**src/kickman_glue_pkg.sv**
```systemverilog
// shared types and constants; scancodes are PS/2 set 2, STORE_LATENCY must stay 2 or more
package kickman_glue_pkg;

	// ====================
	// data and address widths
	// ====================
	typedef logic [7:0]  byte_t;
	typedef logic [15:0] word_t;
	typedef logic [24:0] dl_addr_t;
	typedef logic [14:0] cpu_addr_t;
	typedef logic [13:0] snd_addr_t;
	// sound region only uses the low 13 bits
	typedef logic [13:0] word_addr_t;
	// bit 1 selects the high byte
	typedef logic [1:0]  strobe_t;
	typedef logic [7:0]  scancode_t;
	typedef logic [7:0]  joy_t;
	typedef logic [15:0] sample_t;

	// ====================
	// ROM layout and timing
	// ====================
	// sound ROM starts at byte 0x6000 of the download
	localparam int SND_WORD_OFFSET = 'h3000;
	localparam int CPU_ROM_WORDS = 16384;
	localparam int SND_ROM_WORDS = 8192;
	// req toggle to ack toggle
	localparam int STORE_LATENCY = 2;

	// ====================
	// controls
	// ====================
	// joystick bit positions
	localparam int JOY_RIGHT = 0;
	localparam int JOY_LEFT = 1;
	localparam int JOY_DOWN = 2;
	localparam int JOY_UP = 3;
	localparam int JOY_FIRE = 4;

	localparam scancode_t KEY_UP = 8'h75;
	localparam scancode_t KEY_DOWN = 8'h72;
	localparam scancode_t KEY_LEFT = 8'h6B;
	localparam scancode_t KEY_RIGHT = 8'h74;
	// esc
	localparam scancode_t KEY_COIN = 8'h76;
	// f1 and f2
	localparam scancode_t KEY_START1 = 8'h05;
	localparam scancode_t KEY_START2 = 8'h06;
	// space
	localparam scancode_t KEY_FIRE = 8'h29;

endpackage

```
**src/control_mapper.sv**
```systemverilog
// keys latch on key_strobe; without rotate the directions are turned for the upright cabinet
`timescale 1ns/1ns

module control_mapper (
	input  logic                       clk_sys,
	input  logic                       rst,
	input  logic                       key_strobe,
	input  logic                       key_pressed,
	input  kickman_glue_pkg::scancode_t key_code,
	input  kickman_glue_pkg::joy_t      joystick_0,
	input  kickman_glue_pkg::joy_t      joystick_1,
	input  logic                       rotate,
	output logic                       coin1,
	output logic                       start1,
	output logic                       start2,
	output logic                       kick,
	output logic                       btn_acc,
	output logic                       btn_left,
	output logic                       btn_right
);
	import kickman_glue_pkg::*;

	// key states
	logic held_up, held_down, held_left, held_right;
	logic held_coin, held_start1, held_start2, held_fire;
	// keyboard or either joystick
	logic dir_up, dir_down, dir_left, dir_right, dir_fire;

	always_ff @(posedge clk_sys) begin
		if (rst) begin
			held_up <= 1'b0;
			held_down <= 1'b0;
			held_left <= 1'b0;
			held_right <= 1'b0;
			held_coin <= 1'b0;
			held_start1 <= 1'b0;
			held_start2 <= 1'b0;
			held_fire <= 1'b0;
		end else if (key_strobe) begin
			case (key_code)
				KEY_UP:     held_up <= key_pressed;
				KEY_DOWN:   held_down <= key_pressed;
				KEY_LEFT:   held_left <= key_pressed;
				KEY_RIGHT:  held_right <= key_pressed;
				KEY_COIN:   held_coin <= key_pressed;
				KEY_START1: held_start1 <= key_pressed;
				KEY_START2: held_start2 <= key_pressed;
				KEY_FIRE:   held_fire <= key_pressed;
				default:    ;
			endcase
		end
	end

	assign dir_up = held_up | joystick_0[JOY_UP] | joystick_1[JOY_UP];
	assign dir_down = held_down | joystick_0[JOY_DOWN] | joystick_1[JOY_DOWN];
	assign dir_left = held_left | joystick_0[JOY_LEFT] | joystick_1[JOY_LEFT];
	assign dir_right = held_right | joystick_0[JOY_RIGHT] | joystick_1[JOY_RIGHT];
	assign dir_fire = held_fire | joystick_0[JOY_FIRE] | joystick_1[JOY_FIRE];

	// ====================
	// game buttons
	// ====================
	always_ff @(posedge clk_sys) begin
		if (rst) begin
			kick <= 1'b0;
			btn_left <= 1'b0;
			btn_right <= 1'b0;
			btn_acc <= 1'b0;
			coin1 <= 1'b0;
			start1 <= 1'b0;
			start2 <= 1'b0;
		end else begin
			kick <= rotate ? dir_down : dir_right;
			btn_left <= rotate ? dir_left : dir_down;
			btn_right <= rotate ? dir_right : dir_up;
			btn_acc <= dir_fire;
			coin1 <= held_coin;
			start1 <= held_start1;
			start2 <= held_start2;
		end
	end

endmodule

```
**config.mk**
```make
export PLATFORM = sky130hd
export DESIGN_NAME = control_mapper
export DESIGN_NICKNAME = d
export VERILOG_FILES = /design/src/kickman_glue_pkg.sv /design/src/control_mapper.sv
export SDC_FILE = /design/constraint.sdc
export NUM_CORES = 1
export LEC_CHECK = 0
export BUFFER_PORTS_ARGS = -buffer_cell sky130_fd_sc_hd__buf_2
export CELL_PAD_IN_SITES_DETAIL_PLACEMENT = 0
export CELL_PAD_IN_SITES_GLOBAL_PLACEMENT = 1
export CORE_MARGIN = 2
export CORE_UTILIZATION = 27
export DETAILED_ROUTE_END_ITERATION = 8
export GPL_TIMING_DRIVEN = 0
export PLACE_DENSITY_LB_ADDON = 0.1
export SLEW_MARGIN = 0
export SYNTH_ARGS = -nofsm -noshare
export SYNTH_HDL_FRONTEND = slang
export SYNTH_SLANG_ARGS = --single-unit
```
**constraint.sdc**
```tcl
create_clock -name clk_sys -period 0.8 [get_ports clk_sys]
set_input_delay 0.04 -clock clk_sys [delete_from_list [all_inputs] [get_ports clk_sys]]
set_output_delay 0.04 -clock clk_sys [all_outputs]
set_load 0.01 [all_outputs]
```
### Word level (Yosys, flattened, before mapping)

Index checks and enable logic that the tools add are counted.

* input port bits: 29
* bits in registers: 15
* logic and storage cells: 44
* output and inout bits: 7

* multiplexer cells: 3
* bitwise logic cells: 10
* reductions and logical operators: 8
* eq/ne operators: 8

Operators with widths (count)
* $eq A8 B7 Y1 const B: 5
* $eq A8 B3 Y1 const B: 2
* $reduce_and A2 Y1: 8
* $or A1 B1 Y1: 10
* $eq A8 B6 Y1 const B: 1
* $mux W1: 3

### Depth between registers and ports, before layout

* word-level depth: 3
* mapped depth: 3
* gate-level depth less buffers: 3

### Least setup slack after synthesis

OpenSTA, ideal clock, no wires.

* path type: register to register
* start point: register held_down
* end point: register btn_left
* slack: 0.055 ns
* data arrival time: 0.616 ns
* buffers on the path: 0
* library setup time: 0.128 ns
* stages on the path, launching flop included: 3
* required time: 0.672 ns
* period minus slack after synthesis: 0.745 ns
* cell sequence: dfxtp_1 -> nor4_1 -> a211oi_1

* cells in the longest elaborated chain, start to end: 3

Ends and longest elaborated chain
* start, declared: line control_mapper.sv:24 `logic held_up, held_down, held_left, held_right;`
* start signal, assigned: line control_mapper.sv:42 `KEY_DOWN: held_down <= key_pressed;`
* $or A1 B1 Y1 (2 in series): line control_mapper.sv:55 `assign dir_down = held_down | joystick_0[JOY_DOWN] | joystick_1[JOY_DOWN];`
* $mux W1: line control_mapper.sv:74 `btn_left <= rotate ? dir_left : dir_down;`
* end signal, assigned: line control_mapper.sv:74
* end, declared: line control_mapper.sv:18 `output logic btn_left,`

Every way passes these cells.
A chain may end at the register's enable or synchronous reset.

### Final worst setup path

* start point: register btn_left
* end point: output btn_left

No word-level cell between the ends.

==> impl_results.md <==
- Status: finished, final reports clean
- H-tree depth: 1
- Final core occ: around two fifths
- Detailed Route WL: roughly 1.4 mm
- Final Setup Violations: 0
- Placed cell area: ~820 um^2
- Largest net degree at the start of global routing: 11
- # nets final: 131
- Post-Synthesis Cell Area: about 640 um^2
- Fraction of the mapped netlist area in simple logic gates: roughly a third
- Leakage: approximately 0.46 nW
- PwrDens: between 1500 and 2000 nW/um^2
- Pre-Repair DR Iteration Count: 2
- Post-detailed-route via-to-cell ratio: between 4 and 5
- Max incr delay on CP: about 320 ps
- Clock latency at the later pin of the worst-skew pair: between 200 and 300 ps
- Syn Nets: 95
- Net Sw Power: 0.3455 mW
- Worst vdd rail ir drop: between 0.8 and 0.9 mV
- Crit path buffers/inverters: 1
- Worst-path clk slew: approximately 100 ps
- Vias in the first global route: a little under 600
- Starting Density: between 20% and 30%
- Proportion of synthesized area in mux cells: around an eighth
- Slew HR: between 70% and 80%
- YS warnings: 0
- Hold Slack: roughly 53 ps
- Number of port buffers: 29
- Crit. End Element: output port
- Most frequent cells in the layout: buf_2, dfxtp_1, nand2b_1, mux2i_1, nand3_1
- Die ar.: 2778 um^2
- Hold Vio Cnt, Final: 0
- Worst Skew: between 3 and 4 ps
- Final RePlAce weighted congestion: 0.6298
- Max Cap Violations: 0
- Tightest Pin Transition: 393.6 ps
- Vias: approximately 590
- Clk root buf: clkbuf_4
- Main combinational cell family by area after synthesis: simple AND/OR/NAND/NOR gates
- Number of synthesized register bits: 15
- CP delay by family, top: flip-flops
- Crit path arrival time: roughly 700 ps
- Clk pwr share: 31.9%
- Inst Count DP: ~120
- Area grow syn2layout: 43.75%
- CP Max Fanout: 1
- Final Cycle Share: between 90% and 100%
- Compound-Gate Fraction of Synth Area: between 3 and 4%
- Critical path startpoint category: register
- Int Pwr: around 1.1 mW
- Clk buf depth: 2
- Area share of fa/ha/maj cells after synthesis: 0%
- RSZ-0062 raised after global routing: true
- Avg Cell Area, Syn: between 9 and 10 um^2
- Seq/Total Area, Yosys: a little under half
- All-Layer GR Usage: about an eighth
- Final Cell Area: a little over 900 um^2
- Slowest CP cell: dfxtp_2
- Distinct cells, synth: 16
- WS Path Type: register to output port
- Most common cell after layout, fill and taps aside: buf_2
- Routed wire per std cell: between 10 and 15 um
- CTS tree: built
- Die width: roughly 53 um
- Num Clock Sinks: 15
- Hold Path Class: input port to register
- Die height: between 50 and 60 um
- Core Area: approximately 2200 um^2
- Max Clock Freq: about 1300 MHz
- Gate Count Post-Synth: 66
- Drt initial violations: 4
- Critical Path RT: ~760 ps
- GRT Residual Overflow: 0
- Sequential Power Share: a little over half
- I/O pins: 36
- Ant diodes: 0
- Detailed Place HPWL: around 1.0 mm
- Final Max Slew Viols: 0
- Initial antenna violation count: 0
- Post-layout min period: ~760 ps
- Final antenna-violating net count: 0
- CTS buffer count: 3
- Post-route DRC: 0
- FP Rows: 17
- Synth Area in XOR/XNOR: 0%
- Comb pwr share: between 10% and 20%
- Global-route wire length before repair: around 2.4 mm
- Sw frac: about a quarter
- Ratio of cells with drive above 1 in the final layout: roughly 45%
- Crit-path cells: buf_2
- Setup TNS: 0 ps
- Non-Filler Instances: approximately 130
flip-flops by register name, indices dropped and copies added (netlist names):
signal       cells
btn_acc          1
btn_left         1
btn_right        1
coin1            1
held_coin        1
held_down        1
held_fire        1
held_left        1
held_right       1
held_start1      1
held_start2      1
held_up          1
kick             1
start1           1
start2           1
through the flow:
stage          worst slack [ps]  total power, mW
2_1_floorplan             55.30           0.8497
3_3_place_gp             -89.02           0.9407
3_5_place_dp             -100.0           0.9434
4_1_cts                   8.916            1.398
5_1_grt                  -2.040            1.482
6_report                  37.19            1.401
routing by layer:
layer  up-vias  part of all wire (%)  GRT usage [%]
li1        307                     -              -
met1       270                    43          13.52
met2        13                    51          21.67
met3         2                   4.4          3.429
met4         0                   1.0          5.128
met5         -                     0              0
cell type report:
class	count	area, um^2
plain buffers	2	7.507
clock buffers	4	26.28
fillers	256	1313
inverters	3	11.26
multi-input cells	46	364.1
flip-flops and latches	15	305.3
well taps	28	35.03
repair buffers	31	171.4
cells by family (layout without fill, tap and decap cells):
group | count (synthesis) | after routing
AND/OR/NAND/NOR | 35 | 35
flip-flops | 15 | 15
multiplexers | 8 | 8
buffers and inverters | 5 | 40
AO/OA/AOI/OAI | 3 | 3
timing repair:
| action | in CTS | in global routing |
|---|---|---|
| endpoints found under the hold margin | 1 | 0 |
| hold buffers | 2 | 0 |
| gates resized for setup | 3 | 9 |
| setup endpoints to repair | 2 | 5 |
| pin swaps | 2 | 1 |
| setup buffers | 0 | 0 |
power groups by stage:
stage               sequential, mW  clock [mW]  combinational, mW
global placement             0.781           0              0.159
CTS                          0.765       0.461              0.173
finish                       0.767       0.447              0.187
detailed placement           0.782           0              0.162
floorplan                    0.791           0             0.0590
global route                 0.769       0.503              0.210
synthesized netlist by cell type:
cell type	instances	area, um^2
and3b_2	1	10.01
and3_1	2	12.51
nor4_1	3	18.77
nand2b_1	9	56.30
a211oi_1	3	22.52
and4bb_2	2	25.02
inv_1	3	11.26
nor2_1	2	7.510
dfxtp_1	15	300.3
clkbuf_1	2	7.510
mux2i_1	8	80.08
nand3_1	7	35.03
nand4b_1	1	8.760
nor2b_1	2	12.51
and2b_1	1	7.510
nor3_1	5	25.02
worst paths after layout:
path	from	endpoint	slack (ps)	cells past startpoint
setup / recovery	btn_left	btn_left	40	1
hold / removal	rst	start1	50	3
setup reg to reg	held_down	btn_left	40	2
hold reg to reg	held_start1	start1	450	2
Note: power is estimated with default switching activity, not from simulation.
