File: config.mk
export PLATFORM = sky130hd
export DESIGN_NAME = sigma_delta_dac
export DESIGN_NICKNAME = d
export VERILOG_FILES = /design/src/sigma_delta_dac.sv
export SDC_FILE = /design/constraint.sdc
export NUM_CORES = 1
export LEC_CHECK = 0
export BUFFER_PORTS_ARGS = -buffer_cell sky130_fd_sc_hd__clkbuf_2
export CORE_MARGIN = 1.5
export CORE_UTILIZATION = 55
export CTS_CLUSTER_DIAMETER = 30
export DETAILED_ROUTE_END_ITERATION = 6
export PLACE_DENSITY = 0.78
export SLEW_MARGIN = 20
export SYNTH_ARGS = -nofsm -noshare
export SYNTH_HDL_FRONTEND = slang
export SYNTH_SLANG_ARGS = --single-unit
File: constraint.sdc
create_clock -name clk_sys -period 3 [get_ports clk_sys]
set_input_delay 0.6 -clock clk_sys [delete_from_list [all_inputs] [get_ports clk_sys]]
set_output_delay 0.6 -clock clk_sys [all_outputs]
set_load 0.1 [all_outputs]
File: src/sigma_delta_dac.sv
// first-order one-bit DAC; sample is unsigned, ones density is sample / 2**DAC_WIDTH
`timescale 1ns/1ns

module sigma_delta_dac #(
	parameter int DAC_WIDTH = 16
) (
	input  logic                 clk_sys,
	input  logic                 rst,
	input  logic [DAC_WIDTH-1:0] sample,
	output logic                 bit_out
);

	// ====================
	// accumulator
	// ====================
	// top bit holds the carry of the last add
	logic [DAC_WIDTH:0] acc;

	always_ff @(posedge clk_sys) begin
		if (rst) begin
			acc <= '0;
		end else begin
			// residue only, the old carry is dropped
			acc <= {1'b0, acc[DAC_WIDTH-1:0]} + {1'b0, sample};
		end
	end

	// carry is the pulse stream
	assign bit_out = acc[DAC_WIDTH];

endmodule

**Word-level counts from Yosys, hierarchy flattened**

Cells that the tools add are included.

- Word-level logic and storage cells: 2
- Register bits: 17
- Input bits: 18
- Output and inout port bits: 1
- Memory bits (writable): 0
- Memory bits (read-only): 0
- Latch bits: 0
- Memories kept: 0

- $add $sub $neg: 1
- Equality and inequality tests: 0
- Reduce and logical (&&, ||, !) cells: 0
- Shift-type cells: 0
- Divide/modulo/power cells: 0
- Mux-type cells: 0
- Order comparisons: 0
- Bitwise logic cells: 0
- $mul: 0

Operators with widths:

| operator | count |
|---|---|
| $add 16x16->17 | 1 |

**Depth between registers and ports, before layout**

Gate-level depths: netlist of run 1.

- Depth in word-level cells: 1
- Mapped depth: 7

**Worst setup path before layout of run 1**

No wires, ideal clock.

- Path type: input port to flip-flop
- Start: in sample[0]
- End: reg acc[10]
- Required time: 2877 ps
- Data arrival time: 2340 ps
- Stages on the path: 7
- Setup slack: 537 ps
- Cells stage by stage: ha_1 -> fa_1 -> a21o_1 -> a31oi_2 -> nor3_1 -> a311oi_1 -> mux2_1

- Word-level cells in the longest chain between the ends: 1

RTL lines:

| what | line | source |
|---|---|---|
| from (decl) | 9 | `input logic [DAC_WIDTH-1:0] sample,` |
| $add 16x16->17 | 24 | `acc <= {1'b0, acc[DAC_WIDTH-1:0]} + {1'b0, sample};` |
| to (signal assigned) | 24 |  |
| to (decl) | 17 | `logic [DAC_WIDTH:0] acc;` |

Every way passes these cells.
A chain may end at the register's enable or synchronous reset.

**Final worst setup path of run 1**

Same ends and word-level chain as after synthesis.

==> results.toml, run 1 <==
[detailed_routing]
vias = 1025
drt-initial-drc-count = 33
ant_nets = 0
wl_um = 2230
via_per_inst = 5.69
dr.pass1.iters = 4
wl_per_cell_um = 12.4
route.detailed.drc = 0

[setup_path]
crit_fanout = 5
startpoint_type = "primary input"
critPathKind = "primary input to flip-flop"
arrival_ns = 2.59
cp.required_ns = 3.19
cp-end-kind = "flip-flop"

[global_route]
grt_max_degree = 23
overflow = 0
first_global_vias = 977
grtUsageTotal_pct = 20.2
grt_antenna_before_repair = 0
grt_pass1_wl_um = 3870

[clocking]
cts.sinks = 17
cts_tree = "done"
clk_path_buf_depth = 2
cts_setup_buffers = 0
clkTransAtPathRegs_ns = 0.10
hold_buffers = 0
cts_buffers = 3
cts_resized = 0
clk_latency_ns = 0.29
root_buffer = "clkbuf_4"
htreeDepth = 1

[yosys]
netlist.area_leader.share_pct = 29.1
syn_nets = 170
synth.avg_cell_area_um2 = 8.66
ys_warn_count = 0
synthFlopType = "dfxtp_1"
syn_inst = 135
async_flop_share_pct = 0
ys_ff_latch = 17
synthTopCellsByArea = "dfxtp_1 29%, ha_1 17%, a21oi_1 6.4%"
synth_cell_types = 40
netlist_area_um2 = 1170
synth_top_area_cell = "dfxtp_1"
yosysSeqAreaShare_pct = 29.1
synth_edf_count = 0

[final_layout]
top_regs = "acc (17)"
layout-drive-gt1-share_pct = 17.6
syn2layout_area_growth_pct = 11.3
top_register = "acc"
nets = 189
largest_register_ff_count = 17
diodes = 0

[timing]
drv_slew = 0
layout_min_cycle_time_ns = 2.40
grt_setup_unrepaired = "false"
skew_ns = 0.00715
setup_viol = 0
setup_tns_ns = 0
fmax_ghz = 0.417
final.setup.worst_slack_ns = 0.603
slew-limit-headroom_pct = 64.4
worst_slew_pin_slew_ns = 0.536
finalHoldViolations = 0
fin_crit_sh_pct = 79.9

[floorplan]
core_um2 = 1980
start_util_pct = 59.0
die_area_um2 = 2410
die_x_um = 49.1
die_h_um = 49.1
ioPinCount = 19
placementRows = 16

[worst_hold_path]
min-delay-path-class = "flip-flop to flip-flop"

[placement]
dp_slack_ns = 0.309
hpwl_um = 1820
gp_congestion = 0.841
io_buffers = 18

[power]
cellPowerDensity_nw_per_um2 = 925
vdd_drop_max_mv = 0.509
power.leakage_nw = 0.603

[run_status]
outcome = "complete, no violations"

[run]
drv_cap = 0
[Yosys cell counts, types with 4 or more instances]
cell	instances
ha_1	16
o21ai_0	6
xor2_1	5
nor2b_1	5
dfxtp_1	17
inv_1	4
nor2_1	16
a21oi_1	15
nand2_1	6
[metrics by stage]
| step | power, mW | cells | cell area [um^2] | util (%) | hold WS (ns) |
|---|---|---|---|---|---|
| floorplan | 0.947 | 135 | 1170 | - | 0.524 |
| global placement | 1.06 | 176 | 1270 | 64.3 | 0.543 |
| detailed placement | 1.08 | 176 | 1270 | 64.3 | 0.585 |
| CTS | 1.21 | 180 | 1300 | 65.7 | 0.611 |
| global route | 1.32 | 180 | 1300 | 65.7 | 0.617 |
| finish | 1.20 | 180 | 1300 | 65.7 | 0.588 |
[cell families (layout without fill, tap and decap cells)]
kind of cell	Yosys count	in the layout	synth area share [%]
xor gates and xnor gates	8	8	6.00
and+or+nand+nor	38	38	15.5
muxes	5	5	4.71
DFF	17	17	29.1
buffers and inverters	8	26	2.78
AOI/OAI and AO/OA	42	42	23.0
adders and majority gates	17	17	18.8
[worst max-delay path: stages]
cell	delay [ns]
clkbuf_2	0.08
ha_1	0.23
fa_1	0.42
a21o_1	0.22
a31oi_2	0.28
nor3_1	0.10
a311oi_1	0.30
mux2_1	0.36
[routing by layer]
layer  track usage [%]  wire length [um]
met5                 0                 0
met4              5.24                15
met3              5.52               104
met2              37.2              1110
met1              22.7              1000
[area by class of cell]
| cell class | instances | area, um^2 |
|---|---|---|
| Multi-Input combinational cell | 110 | 796 |
| Fill cell | 175 | 681 |
| Sequential cell | 17 | 340 |
| Timing Repair Buffer | 18 | 90.1 |
| Tap cell | 27 | 33.8 |
| Clock buffer | 4 | 26.3 |
| Inverter | 4 | 15.0 |
[path summary, 6_finish.rpt]
| kind | from | endpoint | slack [ns] | cells after the start |
|---|---|---|---|---|
| min reg2reg | acc[0] | acc[0] | 0.59 | 2 |
| max | sample[0] | acc[10] | 0.60 | 8 |
| max reg2reg | acc[0] | acc[10] | 0.70 | 7 |
| min | acc[0] | acc[0] | 0.59 | 2 |
[power breakdown]
group / internal, mW / switching, mW / total [mW]
clock: 0.0517 / 0.0741 / 0.126
sequential: 0.318 / 0.0303 / 0.348
combinational: 0.313 / 0.417 / 0.730
total: 0.682 / 0.521 / 1.20
[layout by cell type (no fill, tap or decap), types with 2 or more instances in the layout]
cell type   n
inv_1       4
mux2_2      3
nand3_1     2
nand2_1     6
a21o_1      3
o21ai_0     6
ha_1       16
o22ai_1     3
clkbuf_2   18
dfxtp_1    17
a21oi_1    15
o211ai_1    2
xor2_1      5
a311oi_1    2
nor2b_1     5
o31ai_1     2
nor2_1     16
xnor2_1     3
or3_1       2
clkbuf_4    3
Note: power is estimated with default switching activity, not from simulation.
==> inputs of run 2 (changes only) <==
Settings changed: ABC_AREA set to 1, CORE_UTILIZATION 55 to 57, PLACE_DENSITY 0.78 to 0.79.
Clock period 3 ns to 2.35 ns, I/O delays scaled along.
==> results.toml, run 2 <==
[run_status]
outcome = "complete, no violations"

[setup_path]
critPathKind = "flip-flop to flip-flop"
crit_fanout = 4
r2r_cells = 11
ff2ff_setup_slack_ns = 0.70
max_stage_delay_ns = 0.42
startpoint = "acc[0]"
crit_slowest_cell = "fa_1"
reg2reg_from = "acc[0]"
cp.required_ns = 2.59
cp-end-kind = "flip-flop"
arrival_ns = 1.90
startpoint_type = "flip-flop"
cpMostUsedCell = "nand2_1"
worstPathCellList = "ha_1 > fa_1 > nand2_1 > nand2_1 > nand3b_1 > nand2_1 > nand2_1 > nand2_1 > nand2_1 > nand2_1 > nor2_1"

[timing]
slew-limit-headroom_pct = 64.4
grt_setup_unrepaired = "false"
worst_slew_pin_slew_ns = 0.537
setup_tns_ns = 0
skew_ns = 0.00750
fin_crit_sh_pct = 70.3
setup_viol = 0
finalHoldViolations = 0
holdWs_ns = 0.366
fmax_ghz = 0.605
drv_slew = 0
layout_min_cycle_time_ns = 1.65

[final_layout]
diodes = 0
final_cell_mix = "74 x nand2_1, 36 x inv_1, 23 x nor2_1, 18 x clkbuf_2"
design_area_um2 = 1530
seqCellArea_um2 = 340
instances_no_fill = 270
fillerInstances = 233
largest_register_ff_count = 17
syn2layout_area_growth_pct = 10.2
layout-drive-gt1-share_pct = 16.5
top_regs = "acc (17)"
top_register = "acc"
mostFrequentLayoutCell = "nand2_1"
multi_input_area_um2 = 878
nets = 278

[yosys]
synthFlopType = "dfxtp_1"
synth.avg_cell_area_um2 = 6.26
yosysMostFrequentCell = "nand2_1"
ys_warn_count = 0
synth_edf_count = 0
yosysSeqAreaShare_pct = 24.6
async_flop_share_pct = 0
syn_nets = 256
netlist_area_um2 = 1380
syn_inst = 221
synth_cell_types = 20
synth_top_area_cell = "dfxtp_1"
ys_ff_latch = 17
netlist.area_leader.share_pct = 24.6
synthTopCellsByArea = "dfxtp_1 25%, nand2_1 20%, ha_1 14%"
synthTopCellsByCount = "74 x nand2_1, 36 x inv_1, 23 x nor2_1"

[clocking]
cts_tree = "done"
htreeDepth = 1
root_buffer = "clkbuf_4"
clk_path_buf_depth = 2
cts_buffers = 3
clkTransAtPathRegs_ns = 0.12
cts_resized = 0
clk_latency_ns = 0.30
hold_buffers = 0
cts.sinks = 17
cts_setup_buffers = 0

[detailed_routing]
ant_nets = 0
drt-initial-drc-count = 31
route.detailed.drc = 0
dr.pass1.iters = 4
wl_um = 2700
wl_per_cell_um = 10.0
via_per_inst = 4.93
vias = 1332

[global_route]
first_global_vias = 1140
grtUsageTotal_pct = 23.5
grt_pass1_wl_um = 4780
grt_max_degree = 15
grt_antenna_before_repair = 0
overflow = 0

[power]
cellPowerDensity_nw_per_um2 = 909
vdd_drop_max_mv = 0.625
power.leakage_nw = 0.908

[placement]
dp_cells = 266
place_area_um2 = 1500
io_buffers = 18
hpwl_um = 2180
gp_congestion = 0.827

[floorplan]
die_area_um2 = 2730
die_h_um = 52.3
placementRows = 17
ioPinCount = 19
die_x_um = 52.3
core_um2 = 2250
start_util_pct = 61.4

[worst_hold_path]
hold_start = "rst"
min-delay-path-class = "primary input to flip-flop"
hold_depth = 2

[run]
drv_cap = 0
[run 2: cell count changes in the layout (fill, tap and decap cells not counted), sizes merged, moves of 3 or more]
cell | before | now
nand3 | 2 | 9
xnor2 | 3 | 0
xor2 | 5 | 0
a21oi | 15 | 18
a21o | 3 | 0
o22ai | 3 | 0
or3 | 3 | 0
nand2 | 6 | 79
mux2 | 4 | 0
nor2b | 5 | 0
inv | 4 | 41
nor2 | 16 | 24
[run 2: power by group]
part	total, mW	switching (mW)	internal, mW
Combinational	0.817	0.532	0.285
Clock	0.169	0.105	0.0634
Sequential	0.401	0.0271	0.374
Total	1.39	0.665	0.722
[run 2: per-layer routing]
metal / up-vias / routed length (um) / part of all wire [%] / global-route usage, %
met2: 25 / 1200 / 44 / 37.8
li1: 729 / - / - / -
met4: 0 / 29 / 1.1 / 7.69
met5: - / 0 / 0 / 0
met1: 574 / 1380 / 51 / 32.9
met3: 4 / 87 / 3.2 / 2.57
[run 2: cell families (layout without fill, tap and decap cells)]
kind of cell | count (synthesis) | count (layout) | synth area share, %
buf+inv | 42 | 63 | 11.9
simple gates | 120 | 120 | 37.7
flops | 17 | 17 | 24.6
compound gates | 25 | 25 | 9.86
fa+ha+maj | 17 | 17 | 15.9
[run 2: cell type report]
type | count | share of cell area, %
multi-input cells | 162 | 57.6
flip-flops and latches | 17 | 22.3
inverters | 41 | 10.1
repair buffers | 18 | 5.91
well taps | 28 | 2.30
clock buffers | 3 | 1.48
clock inverters | 1 | 0.328
[run 2: per-stage QoR]
step	total power, mW	util (%)	worst slack (ns)
floorplan	1.06	-	0.624
global placement	1.20	66.4	0.474
detailed placement	1.22	66.4	0.445
CTS	1.39	67.6	0.707
global route	1.55	67.6	0.513
finish	1.39	67.6	0.697
[run 2: final timing paths]
path | end
hold / removal | acc[16]
setup / recovery | acc[10]
hold reg to reg | acc[0]
setup reg to reg | acc[10]
[run 2: worst max-delay path: cells and delay by family (launching register included)]
| kind | cells | cell delay (ns) |
|---|---|---|
| adders and majority gates | 2 | 0.62 |
| DFF | 1 | 0.32 |
| and+or+nand+nor | 9 | 0.67 |
==> inputs of run 3 (changes only) <==
Clock period 2.35 ns to 1.69 ns, I/O delays scaled along.
==> results.toml, run 3 (synthesis gave the netlist of run 2 again) <==
[run_status]
outcome = "complete, no violations"

[clocking]
root_buffer = "clkbuf_4"
cts_tree = "done"
clk_path_buf_depth = 2
hold_buffers = 0
cts.sinks = 17
htreeDepth = 1
cts_buffers = 3
clkTransAtPathRegs_ns = 0.11
clk_latency_ns = 0.30

[final_layout]
multi_input_area_um2 = 883
fillerInstances = 220
largest_register_ff_count = 17
diodes = 0
top_register = "acc"
mostFrequentLayoutCell = "nand2_1"
top_regs = "acc (17)"
instances_no_fill = 273
syn2layout_area_growth_pct = 12.1
seqCellArea_um2 = 340
nets = 281
layout-drive-gt1-share_pct = 18.0
final_cell_mix = "73 x nand2_1, 36 x inv_1, 23 x nor2_1, 18 x clkbuf_2"

[setup_path]
max_stage_delay_ns = 0.36
reg2reg_to = "acc[16]"
reg2reg_from = "acc[0]"
cp_num_buf_inv = 0
ff2ff_setup_slack_ns = 0.14
crit_slowest_cell = "fa_2"
critPathKind = "flip-flop to flip-flop"
cpMostUsedCell = "nand3_1"
startpoint_type = "flip-flop"
crit_family = "adder cells"
cp.required_ns = 1.89
r2r_cells = 8
worstPathCellList = "ha_1 > fa_2 > nand3_1 > nand3_1 > nand3_1 > nand3_2 > a21oi_1 > nor2_2"
arrival_ns = 1.75
cp-end-kind = "flip-flop"
crit_fanout = 3

[detailed_routing]
wl_per_cell_um = 9.99
vias = 1292
drt-initial-drc-count = 36
ant_nets = 0
via_per_inst = 4.73
wl_um = 2730
route.detailed.drc = 0
dr.pass1.iters = 4

[power]
vdd_drop_max_mv = 0.787
power.leakage_nw = 0.918
cellPowerDensity_nw_per_um2 = 1270

[global_route]
overflow = 0
grt_pass1_wl_um = 4800
grtUsageTotal_pct = 23.7
grt_antenna_before_repair = 0
grt_max_degree = 15
first_global_vias = 1189

[worst_hold_path]
min-delay-path-class = "primary input to flip-flop"
hold_depth = 2
hold_end = "acc[16]"
hold_start = "rst"

[floorplan]
die_h_um = 52.3
start_util_pct = 61.4
die_area_um2 = 2730
placementRows = 17
die_x_um = 52.3
core_um2 = 2250
ioPinCount = 19

[timing]
fin_crit_sh_pct = 91.7
skew_ns = 0.00645
finalHoldViolations = 0
setup_viol = 0
fmax_ghz = 0.645
grt_setup_unrepaired = "true"
drv_slew = 0
worst_slew_pin_slew_ns = 0.537
slew-limit-headroom_pct = 64.4
holdWs_ns = 0.239
layout_min_cycle_time_ns = 1.55

[placement]
dp_cells = 269
io_buffers = 18
gp_congestion = 0.908
hpwl_um = 2140

[run]
drv_cap = 0
==> run 3: cell count changes in the layout (fill, tap and decap cells not counted) <==
cell      previous run  this run
clkbuf_1             0         1
buf_4                0         3
o21ai_0              7         6
nand2_1             74        73
fa_1                 1         0
clkinv_2             1         0
o21ai_1              0         1
fa_2                 0         1
nand2_2              5         6
==> run 3: layer usage <==
metal  up-vias  wire length [um]  global-route usage (%)
li1        728                 -                       -
met1       542              1460                    31.2
met2        18              1160                    39.0
met3         4                64                    2.57
met4         0                46                    10.3
met5         -                 0                       0
==> run 3: final cells by class <==
class,instances,share of cell area (%)
Timing Repair Buffer,21,7.26
Multi-Input combinational cell,162,56.9
Inverter,41,9.92
Sequential cell,17,21.9
Tap cell,28,2.26
Clock buffer,4,1.69
==> run 3: report_power, final <==
part	leakage (nW)	internal (mW)	switching, mW	total [mW]
Clock	0.0150	0.0919	0.144	0.236
Sequential	0.142	0.520	0.0363	0.556
Combinational	0.761	0.425	0.749	1.17
Total	0.918	1.04	0.929	1.97
==> run 3: what timing repair did <==
| action | 4_1_cts | 5_1_grt |
|---|---|---|
| setup buffers | 0 | 0 |
| setup endpoints to repair | 0 | 7 |
| gates resized for setup | 0 | 3 |
| hold endpoints to repair | 0 | 0 |
==> run 3: metrics by stage <==
stage	utilization (%)	setup WS, ns	total power [mW]	cell area [um^2]	TNS, ns
4_1_cts	68.6	0.0646	1.96	1550	0
5_1_grt	68.8	-0.000404	2.18	1550	-0.000404
3_5_place_dp	67.4	-0.0697	1.72	1520	-0.325
2_1_floorplan	-	0.0958	1.48	1380	0
3_3_place_gp	67.4	-0.0392	1.70	1520	-0.145
6_report	68.8	0.140	1.97	1550	0
==> run 3: worst register-to-register path: stages (launching register included) <==
cell and delay, ns:
dfxtp_1 0.32, ha_1 0.20, fa_2 0.36, nand3_1 0.09, nand3_1 0.10, nand3_1 0.10
nand3_2 0.08, a21oi_1 0.16, nor2_2 0.04
==> run 3: worst max path at each step <==
stage	start	end	cells past startpoint
2_1_floorplan	sample[0]	acc[16]	8
3_3_place_gp	sample[0]	acc[14]	11
3_5_place_dp	sample[0]	acc[16]	9
4_1_cts	acc[0]	acc[16]	8
5_1_grt	acc[0]	acc[10]	11
6_report	acc[0]	acc[16]	8
